[config.mk]
export PLATFORM = sky130hd
export DESIGN_NAME = gat_layer_top
export DESIGN_NICKNAME = d
export VERILOG_FILES = /design/src/design/gat_pkg.sv /design/src/design/feat_dmvm.sv /design/src/design/attn_softmax.sv /design/src/design/nbr_aggr.sv /design/src/design/debugger.sv /design/src/design/gat_layer_top.sv
export SDC_FILE = /design/constraint.sdc
export NUM_CORES = 2
export LEC_CHECK = 0
export ABC_CLOCK_PERIOD_IN_PS = 6400
export BUFFER_PORTS_ARGS = -buffer_cell sky130_fd_sc_hd__buf_4
export CAP_MARGIN = 20
export CORE_UTILIZATION = 40
export CTS_BUF_LIST = sky130_fd_sc_hd__clkbuf_8
export DETAILED_ROUTE_END_ITERATION = 8
export RECOVER_POWER = 50
export SKIP_LAST_GASP = 1
export SLEW_MARGIN = 0
export SYNTH_ARGS = -nofsm -noshare
export SYNTH_HDL_FRONTEND = slang
export SYNTH_SLANG_ARGS = --single-unit
[constraint.sdc]
create_clock -name clk -period 6.4 [get_ports clk]
set_input_delay 0 -clock clk [delete_from_list [all_inputs] [get_ports clk]]
set_output_delay 0 -clock clk [all_outputs]
set_load 0.05 [all_outputs]
[src/design/gat_pkg.sv]
`default_nettype none

package gat_pkg;

  // ==================================================
  // Sizes
  // ==================================================
  localparam int FEAT_W    = 8;                  // One signed feature or weight.
  localparam int VEC_LEN   = 4;                  // Elements per feature vector.
  localparam int NUM_NBR   = 4;                  // Neighbours per node.
  localparam int NBR_CNT_W = $clog2(NUM_NBR);
  localparam int WH_W      = 18;                 // Four 16-bit products summed.
  localparam int WORD_W    = 32;
  localparam int ADDR_W    = 16;

  // Softmax weight of the node maximum is 2**SM_FRAC, i.e. 1.0.
  localparam int SM_FRAC   = 8;
  localparam int SM_WGT_W  = SM_FRAC + 1;

  // ==================================================
  // Debug
  // ==================================================
  localparam int DBG_CAPT_ADDR   = 2;
  localparam int FEAT_ADDR_LIMIT = 6;

  // ==================================================
  // Types
  // ==================================================
  // Element 0 in the low byte.
  typedef logic [VEC_LEN*FEAT_W-1:0] feat_vec_t;
  typedef logic [VEC_LEN*FEAT_W-1:0] wgt_vec_t;

  typedef logic signed [WH_W-1:0] wh_t;

  // 0 to 256.
  typedef logic [SM_WGT_W-1:0] sm_wgt_t;

  typedef logic signed [WORD_W-1:0] feat_word_t;
  typedef logic [ADDR_W-1:0] feat_addr_t;

  typedef enum logic {
    SM_IDLE,
    SM_EMIT
  } sm_state_t;

endpackage

`default_nettype wire

[src/design/feat_dmvm.sv]
`default_nettype none

module feat_dmvm
  import gat_pkg::*;
(
  input  logic      clk,
  input  logic      rst_n,
  input  logic      wgt_we_i,
  input  wgt_vec_t  wgt_i,
  input  logic      nbr_vld_i,
  input  feat_vec_t nbr_feat_i,
  output logic      dmvm_vld_o,
  output logic      dmvm_rdy_o,
  output wh_t       wh_o
);

  wgt_vec_t             wgt_q;
  wh_t                  dot;
  logic [NBR_CNT_W-1:0] nbr_cnt_q;

  // Weight vector, shared by every neighbour.
  always_ff @(posedge clk) begin
    if (wgt_we_i) begin
      wgt_q <= wgt_i;
    end
  end

  // ==================================================
  // Four-term signed dot product
  // ==================================================
  always_comb begin
    logic signed [FEAT_W-1:0]   f;
    logic signed [FEAT_W-1:0]   w;
    logic signed [2*FEAT_W-1:0] p;
    dot = '0;
    for (int i = 0; i < VEC_LEN; i++) begin
      f   = nbr_feat_i[i*FEAT_W +: FEAT_W];
      w   = wgt_q[i*FEAT_W +: FEAT_W];
      p   = f * w;
      dot = dot + p;  // Sign-extended to WH_W.
    end
  end

  always_ff @(posedge clk) begin
    if (nbr_vld_i) begin
      wh_o <= dot;
    end
  end

  // Strobes, and the neighbour count within a node.
  always_ff @(posedge clk or negedge rst_n) begin
    if (!rst_n) begin
      nbr_cnt_q  <= '0;
      dmvm_vld_o <= 1'b0;
      dmvm_rdy_o <= 1'b0;
    end else begin
      dmvm_vld_o <= nbr_vld_i;
      dmvm_rdy_o <= nbr_vld_i && (nbr_cnt_q == NBR_CNT_W'(NUM_NBR - 1));
      if (nbr_vld_i) begin
        nbr_cnt_q <= nbr_cnt_q + 1'b1;  // Wraps once per node.
      end
    end
  end

endmodule

`default_nettype wire

[src/design/attn_softmax.sv]
`default_nettype none

module attn_softmax
  import gat_pkg::*;
(
  input  logic    clk,
  input  logic    rst_n,
  input  logic    dmvm_vld_i,
  input  logic    dmvm_rdy_i,
  input  wh_t     wh_i,
  output logic    sm_vld_o,
  output logic    sm_rdy_o,
  output wh_t     sm_wh_o,
  output sm_wgt_t sm_wgt_o
);

  wh_t                  bank_q [2][NUM_NBR];
  logic                 fill_sel_q;
  logic [NBR_CNT_W-1:0] wr_idx_q;
  logic [NBR_CNT_W-1:0] rd_idx_q;
  wh_t                  run_max_q;
  wh_t                  drain_max_q;
  wh_t                  max_nxt;
  logic                 node_done;
  logic                 emit_last;
  sm_state_t            state_q;

  // Power-of-two weight against the node maximum, zero past SM_FRAC.
  function automatic sm_wgt_t pow2_wgt(input wh_t max_v, input wh_t v);
    logic [WH_W:0] d;
    logic [3:0]    sh;
    d  = {max_v[WH_W-1], max_v} - {v[WH_W-1], v};
    sh = 4'(SM_FRAC) - d[3:0];
    if (d <= (WH_W+1)'(SM_FRAC)) begin
      return sm_wgt_t'(1) << sh;
    end
    return '0;
  endfunction

  assign node_done = dmvm_vld_i && dmvm_rdy_i;
  assign emit_last = (rd_idx_q == NBR_CNT_W'(NUM_NBR - 1));

  // First value of a node restarts the maximum.
  assign max_nxt = (wr_idx_q == '0 || wh_i > run_max_q) ? wh_i : run_max_q;

  // ==================================================
  // Ping-pong buffer
  // ==================================================
  always_ff @(posedge clk) begin
    if (dmvm_vld_i) begin
      bank_q[fill_sel_q][wr_idx_q] <= wh_i;
    end
  end

  always_ff @(posedge clk or negedge rst_n) begin
    if (!rst_n) begin
      wr_idx_q  <= '0;
      run_max_q <= '0;
    end else if (dmvm_vld_i) begin
      wr_idx_q  <= wr_idx_q + 1'b1;
      run_max_q <= max_nxt;
    end
  end

  // ==================================================
  // Drain FSM
  // ==================================================
  // Item 0 leaves on the swap itself, so the node drains in four cycles.
  always_ff @(posedge clk or negedge rst_n) begin
    if (!rst_n) begin
      state_q     <= SM_IDLE;
      fill_sel_q  <= 1'b0;
      rd_idx_q    <= '0;
      drain_max_q <= '0;
      sm_vld_o    <= 1'b0;
      sm_rdy_o    <= 1'b0;
    end else if (node_done) begin
      state_q     <= SM_EMIT;
      fill_sel_q  <= ~fill_sel_q;  // Swap banks.
      rd_idx_q    <= NBR_CNT_W'(1);
      drain_max_q <= max_nxt;
      sm_vld_o    <= 1'b1;
      sm_rdy_o    <= 1'b0;
    end else if (state_q == SM_EMIT) begin
      rd_idx_q <= rd_idx_q + 1'b1;
      sm_vld_o <= 1'b1;
      sm_rdy_o <= emit_last;
      if (emit_last) begin
        state_q <= SM_IDLE;
      end
    end else begin
      sm_vld_o <= 1'b0;
      sm_rdy_o <= 1'b0;
    end
  end

  // Product and weight leave together.
  always_ff @(posedge clk) begin
    if (node_done) begin
      sm_wh_o  <= bank_q[fill_sel_q][0];
      sm_wgt_o <= pow2_wgt(max_nxt, bank_q[fill_sel_q][0]);
    end else if (state_q == SM_EMIT) begin
      sm_wh_o  <= bank_q[~fill_sel_q][rd_idx_q];
      sm_wgt_o <= pow2_wgt(drain_max_q, bank_q[~fill_sel_q][rd_idx_q]);
    end
  end

endmodule

`default_nettype wire

[src/design/nbr_aggr.sv]
`default_nettype none

module nbr_aggr
  import gat_pkg::*;
(
  input  logic       clk,
  input  logic       rst_n,
  input  logic       sm_vld_i,
  input  logic       sm_rdy_i,
  input  wh_t        sm_wh_i,
  input  sm_wgt_t    sm_wgt_i,
  output logic       feat_wr_en_o,
  output feat_addr_t feat_wr_addr_o,
  output feat_word_t feat_wr_data_o
);

  feat_word_t acc_q;
  feat_word_t prod;
  feat_word_t sum_nxt;
  logic       node_last;

  // ==================================================
  // Multiply-accumulate
  // ==================================================
  // Weight is unsigned, so pad a zero before the signed multiply.
  assign prod      = sm_wh_i * $signed({1'b0, sm_wgt_i});
  assign sum_nxt   = acc_q + prod;
  assign node_last = sm_vld_i && sm_rdy_i;

  always_ff @(posedge clk or negedge rst_n) begin
    if (!rst_n) begin
      acc_q <= '0;
    end else if (node_last) begin
      acc_q <= '0;  // Ready for the next node.
    end else if (sm_vld_i) begin
      acc_q <= sum_nxt;
    end
  end

  // ==================================================
  // Feature-memory write
  // ==================================================
  always_ff @(posedge clk or negedge rst_n) begin
    if (!rst_n) begin
      feat_wr_en_o <= 1'b0;
    end else begin
      feat_wr_en_o <= node_last;
    end
  end

  // Back to 1.0 scale.
  always_ff @(posedge clk) begin
    if (node_last) begin
      feat_wr_data_o <= sum_nxt >>> SM_FRAC;
    end
  end

  // Holds the node address through its write, then moves on.
  always_ff @(posedge clk or negedge rst_n) begin
    if (!rst_n) begin
      feat_wr_addr_o <= '0;
    end else if (feat_wr_en_o) begin
      feat_wr_addr_o <= feat_wr_addr_o + 1'b1;  // Wraps at 16 bits.
    end
  end

endmodule

`default_nettype wire

[src/design/debugger.sv]
`default_nettype none

module debugger
  import gat_pkg::*;
(
  input  logic        clk,
  input  logic        rst_n,
  input  logic        dmvm_vld_i,
  input  logic        dmvm_rdy_i,
  input  logic        sm_vld_i,
  input  logic        sm_rdy_i,
  input  logic        aggr_vld_i,
  input  logic        aggr_rdy_i,
  input  feat_addr_t  feat_wr_addr_i,
  input  feat_word_t  feat_wr_data_i,
  output logic [5:0]  debug_status_o,
  output logic [31:0] debug_sm_count_o,
  output feat_word_t  debug_capture_o,
  output logic        debug_ovf_o
);

  logic [5:0] strobes;
  logic       capt_hit;
  logic       limit_hit;

  // MSB first: dmvm_vld down to aggr_rdy.
  assign strobes = {dmvm_vld_i, dmvm_rdy_i, sm_vld_i, sm_rdy_i, aggr_vld_i, aggr_rdy_i};

  assign capt_hit  = aggr_rdy_i && (feat_wr_addr_i == feat_addr_t'(DBG_CAPT_ADDR));
  assign limit_hit = aggr_rdy_i && (feat_wr_addr_i >= feat_addr_t'(FEAT_ADDR_LIMIT));

  // ==================================================
  // Sticky activity flags
  // ==================================================
  always_ff @(posedge clk or negedge rst_n) begin
    if (!rst_n) begin
      debug_status_o <= '0;
    end else begin
      debug_status_o <= debug_status_o | strobes;
    end
  end

  always_ff @(posedge clk or negedge rst_n) begin
    if (!rst_n) begin
      debug_sm_count_o <= '0;
    end else if (sm_vld_i) begin
      debug_sm_count_o <= debug_sm_count_o + 1'b1;
    end
  end

  // ==================================================
  // Write watch
  // ==================================================
  always_ff @(posedge clk or negedge rst_n) begin
    if (!rst_n) begin
      debug_capture_o <= '0;
      debug_ovf_o     <= 1'b0;
    end else begin
      if (capt_hit) begin
        debug_capture_o <= feat_wr_data_i;
      end
      if (limit_hit) begin
        debug_ovf_o <= 1'b1;  // Held until reset.
      end
    end
  end

endmodule

`default_nettype wire

[src/design/gat_layer_top.sv]
`default_nettype none

module gat_layer_top
  import gat_pkg::*;
(
  input  logic        clk,
  input  logic        rst_n,
  input  logic        wgt_we_i,
  input  wgt_vec_t    wgt_i,
  input  logic        nbr_vld_i,
  input  feat_vec_t   nbr_feat_i,
  output logic        feat_wr_en_o,
  output feat_addr_t  feat_wr_addr_o,
  output feat_word_t  feat_wr_data_o,
  output logic [5:0]  debug_status_o,
  output logic [31:0] debug_sm_count_o,
  output feat_word_t  debug_capture_o,
  output logic        debug_ovf_o
);

  logic    dmvm_vld;
  logic    dmvm_rdy;
  wh_t     wh;
  logic    sm_vld;
  logic    sm_rdy;
  wh_t     sm_wh;
  sm_wgt_t sm_wgt;

  // ==================================================
  // Pipeline
  // ==================================================
  feat_dmvm u_dmvm (
    .clk        (clk),
    .rst_n      (rst_n),
    .wgt_we_i   (wgt_we_i),
    .wgt_i      (wgt_i),
    .nbr_vld_i  (nbr_vld_i),
    .nbr_feat_i (nbr_feat_i),
    .dmvm_vld_o (dmvm_vld),
    .dmvm_rdy_o (dmvm_rdy),
    .wh_o       (wh)
  );

  attn_softmax u_sm (
    .clk        (clk),
    .rst_n      (rst_n),
    .dmvm_vld_i (dmvm_vld),
    .dmvm_rdy_i (dmvm_rdy),
    .wh_i       (wh),
    .sm_vld_o   (sm_vld),
    .sm_rdy_o   (sm_rdy),
    .sm_wh_o    (sm_wh),
    .sm_wgt_o   (sm_wgt)
  );

  nbr_aggr u_aggr (
    .clk            (clk),
    .rst_n          (rst_n),
    .sm_vld_i       (sm_vld),
    .sm_rdy_i       (sm_rdy),
    .sm_wh_i        (sm_wh),
    .sm_wgt_i       (sm_wgt),
    .feat_wr_en_o   (feat_wr_en_o),
    .feat_wr_addr_o (feat_wr_addr_o),
    .feat_wr_data_o (feat_wr_data_o)
  );

  // Aggregation accumulates on sm_vld and writes on feat_wr_en_o.
  debugger u_dbg (
    .clk              (clk),
    .rst_n            (rst_n),
    .dmvm_vld_i       (dmvm_vld),
    .dmvm_rdy_i       (dmvm_rdy),
    .sm_vld_i         (sm_vld),
    .sm_rdy_i         (sm_rdy),
    .aggr_vld_i       (sm_vld),
    .aggr_rdy_i       (feat_wr_en_o),
    .feat_wr_addr_i   (feat_wr_addr_o),
    .feat_wr_data_i   (feat_wr_data_o),
    .debug_status_o   (debug_status_o),
    .debug_sm_count_o (debug_sm_count_o),
    .debug_capture_o  (debug_capture_o),
    .debug_ovf_o      (debug_ovf_o)
  );

endmodule

`default_nettype wire

==> Implementation_results.wiki <==
{| class="wikitable"
! Metric !! Value
|-
| Finished layout cell area || 0.0420 sq mm
|-
| Area of placed instances || 0.0403 sq mm
|-
| Final worst setup slack || -0.259 ns
|-
| Detailed Route WL || 84,700 microns
|-
| Peak Freq || 150 MHz
|-
| Post-detailed-route wirelength per cell || 17.5 microns
|-
| Largest net degree at the start of global routing || 62
|-
| Master of the slowest instance on the critical path || fa_2
|-
| Nets || 4,407
|-
| Number of max-slew violations in the final report || 196
|-
| Post-synthesis instance area || 0.0359 sq mm
|-
| RSZ-0062 raised after global routing || yes
|-
| Layout cell share with drive strength beyond 1 || 15.8%
|-
| Type of the tightest min-delay check || in -> reg
|-
| Violations in the final reports || DRC, capacitance limit, slew limit, setup timing
|-
| Slack of the worst reg-to-reg path || -0.26 ns
|-
| Post-synth top area cell || fa_1
|-
| Count of clock tree sinks || 405
|-
| CTS Buffer Depth || 3
|-
| Number of clock buffers inserted by TritonCTS || 70
|-
| Post-Synthesis Net Count || 3,931
|-
| Number of flops mapped to enable cells by yosys || 245
|-
| Count of standard-cell rows || 109
|-
| Peak fanout along the critical path || 4
|-
| Tot GR Track Use || 19.3%
|-
| Max-cap violations || 4
|-
| First drt pass iteration count || 7
|-
| Die Area || 0.0911 sq mm
|-
| Top delay family on crit path || adder cells
|-
| Share of Yosys cell area claimed by the top area cell type || 27.6%
|-
| Worst hold start || wgt_i[7]
|-
| Kind of start point of the critical path || flip-flop
|-
| Required @ worst endpoint || 6.80 ns
|-
| Floorplan die width || 302 microns
|-
| Hold depth || 2
|-
| Data arrival, critical path || 7.06 ns
|-
| Leftover overflow at the end of global routing || 0
|-
| Capture instance of the worst register-to-register path || u_dmvm.wh_o[17]$_DFFE_PP_
|-
| Area inside the core boundary || 0.0886 sq mm
|-
| Top Ports || 188
|-
| Dominant cell by count in the synthesized netlist || inv_1
|-
| Share of the clock period used by the worst path || 104%
|-
| Number of hold violations in the final report || 0
|-
| Root Buffer Master || clkbuf_8
|-
| Depth of the worst register-to-register path || 23
|-
| Number of global-route vias before repair || 25,800
|-
| Final Wtd Congestion || 0.859
|-
| CP endpoint kind || flip-flop
|-
| Via/cell ratio || 4.91
|-
| Crit path cell chain || buf_4 > buf_4 > and2_1 > ha_1 > fa_1 > inv_1 > fa_1 > fa_2 > fa_1 > fa_1 > inv_1 > fa_1 > fa_1 > ha_4 > a21o_1 > a21oi_4 > o21ai_2 > a31oi_2 > nor2b_1 > o21a_1 > o41ai_2 > o21ai_1 > xnor2_1
|-
| Drt drc || 6
|-
| DRT iter0 DRCs || 1,028
|-
| Shortest period the worst path allows || 6.66 ns
|-
| Post-route antenna net violation count || 0
|-
| Distinct cells, synth || 75
|-
| Skew final || 0.0523 ns
|-
| Type of the setup path with the least slack || reg -> reg
|-
| Syn_area_per_cell || 11.5 sq um
|-
| Crit path depth || 23
|-
| Portion of the post-synthesis area used by sequential elements || 31.6%
|-
| Delay of the slowest cell on the worst path || 0.56 ns
|-
| Number of port buffers || 187
|-
| Most common library cells after synthesis || inv_1 (612), fa_1 (495), edfxtp_1 (245)
|-
| Detailed placer's ending HPWL || 68,600 microns
|-
| Yosys warns || 0
|-
| Clock insertion delay at the later pin of the skew report || 0.70 ns
|-
| Clock tree from TritonCTS || built
|-
| Diode count || 0
|-
| Reg-to-Reg Start || u_dmvm.wgt_q[1]$_DFFE_PP_
|-
| Gate Count Post-Synth || 3,137
|-
| Seq cells post-synth || 405
|-
| Async set-reset flop share out of synthesis || 39.5%
|-
| Min-Delay Endpoint || u_dmvm.wgt_q[7]$_DFFE_PP_
|-
| Number of antenna violations at the first check in global routing || 5
|-
| Number of placed instances, taps included || 4,638
|-
| Run status || finished, violations left
|-
| Signed area change from the synthesized netlist to the final layout || 16.9%
|-
| Setup Viol. Count Final || 4
|-
| Worst max-slew margin expressed relative to the limit || -139%
|-
| Worst slew pin tran || 3.58 ns
|-
| Global-route wire length before repair || 137,000 microns
|-
| Crit path buf inv count || 4
|-
| Synth area leaders || fa_1 (28%), edfxtp_1 (20%), dfrtp_1 (11%), ha_1 (8.0%), inv_1 (6.4%)
|-
| CTS clk-pin slew, worst paths || 0.06 ns
|-
| Most used flip-flop cell after synthesis || edfxtp_1
|-
| Non-filler instance count after layout || 4,835
|-
| Initial core utilization || 40.5%
|-
| Die height || 302 microns
|-
| Number of H-tree levels || 3
|-
| Most frequent cell on the critical path || fa_1
|-
| Total number of vias || 23,700
|}
-- through the flow --
| step | setup TNS, ns | util [%] | setup WS (ns) | hold slack [ns] |
|---|---|---|---|---|
| finish | -0.581 | 47.4 | -0.259 | 0.0791 |
| global route | -1.93 | 47.4 | -0.511 | 0.0533 |
| CTS | -0.695 | 47.8 | -0.285 | 0.00263 |
| detailed placement | -1.11 | 45.5 | -0.355 | 0.0286 |
| global placement | -0.882 | 45.5 | -0.285 | 0.0361 |
| floorplan | -0.0597 | - | -0.0597 | -0.296 |
-- worst max path at each step --
stage,startpoint,endpoint
after floorplan,u_dmvm.wgt_q[2]$_DFFE_PP_,u_dmvm.wh_o[17]$_DFFE_PP_
after global placement,u_dmvm.wgt_q[10]$_DFFE_PP_,u_dmvm.wh_o[17]$_DFFE_PP_
after detailed placement,u_dmvm.wgt_q[16]$_DFFE_PP_,u_dmvm.wh_o[17]$_DFFE_PP_
after CTS,u_dmvm.wgt_q[2]$_DFFE_PP_,u_dmvm.wh_o[17]$_DFFE_PP_
after global routing,u_dmvm.wgt_q[1]$_DFFE_PP_,u_dmvm.wh_o[17]$_DFFE_PP_
final,u_dmvm.wgt_q[1]$_DFFE_PP_,u_dmvm.wh_o[17]$_DFFE_PP_
-- routing by layer --
layer	track usage, %	routed length, microns
met1	24.9	36300
met2	33.3	42000
met3	3.13	3690
met4	6.11	2620
met5	0	51
-- logic make-up (layout without fill, tap and decap cells) --
logic type | count (synthesis) | after routing | share of synthesized area [%]
adder cells (fa/ha/maj) | 726 | 726 | 35.6
multiplexers | 171 | 171 | 6.29
AO/OA/AOI/OAI | 290 | 290 | 5.56
flip-flops | 405 | 405 | 31.6
AND/OR/NAND/NOR | 742 | 742 | 10.7
buffers and inverters | 685 | 1218 | 7.33
XOR/XNOR | 118 | 118 | 2.88
-- sequential cells by signal (all words and copies together), names as in the netlist, 2 cells and up --
name	flops
u_dbg.debug_capture_o	24
u_dmvm.wh_o	18
u_sm.sm_wh_o	18
u_aggr.acc_q	32
u_dmvm.nbr_cnt_q	2
u_sm.sm_wgt_o	9
u_sm.bank_q	144
u_sm.drain_max_q	18
u_sm.wr_idx_q	2
u_dbg.debug_sm_count_o	32
u_sm.rd_idx_q	2
u_dbg.debug_status_o	6
u_dmvm.wgt_q	32
u_sm.run_max_q	18
u_aggr.feat_wr_addr_o	16
u_aggr.feat_wr_data_o	24
-- cells in the final DEF, fill, tap and decap left out, types with 86 or more instances in the layout --
cell type / n
and2_1: 232
dfrtp_1: 159
nand2_1: 222
xnor2_1: 86
clkbuf_1: 115
fa_1: 484
buf_4: 284
edfxtp_1: 245
inv_1: 626
ha_1: 224
-- cell type report --
class,count,area [sq um]
inverter,612,2300
timing repair buffer,477,3300
multi-input combinational,2047,22200
clock buffer,75,1030
sequential,405,11400
fill,8290,46600
tap,1165,1460
clock inverter,54,363
-- timing repair --
item	CTS	global route
hold endpoints to repair	189	0
setup buffers	10	5
endpoints found under the setup margin	5	23
pin swaps	29	6
cloned	0	0
resized for setup	26	15
hold buffers	52	0
Power is not shown: default switching activity piles up to over one toggle a cycle in this logic, so the estimate is an artifact.
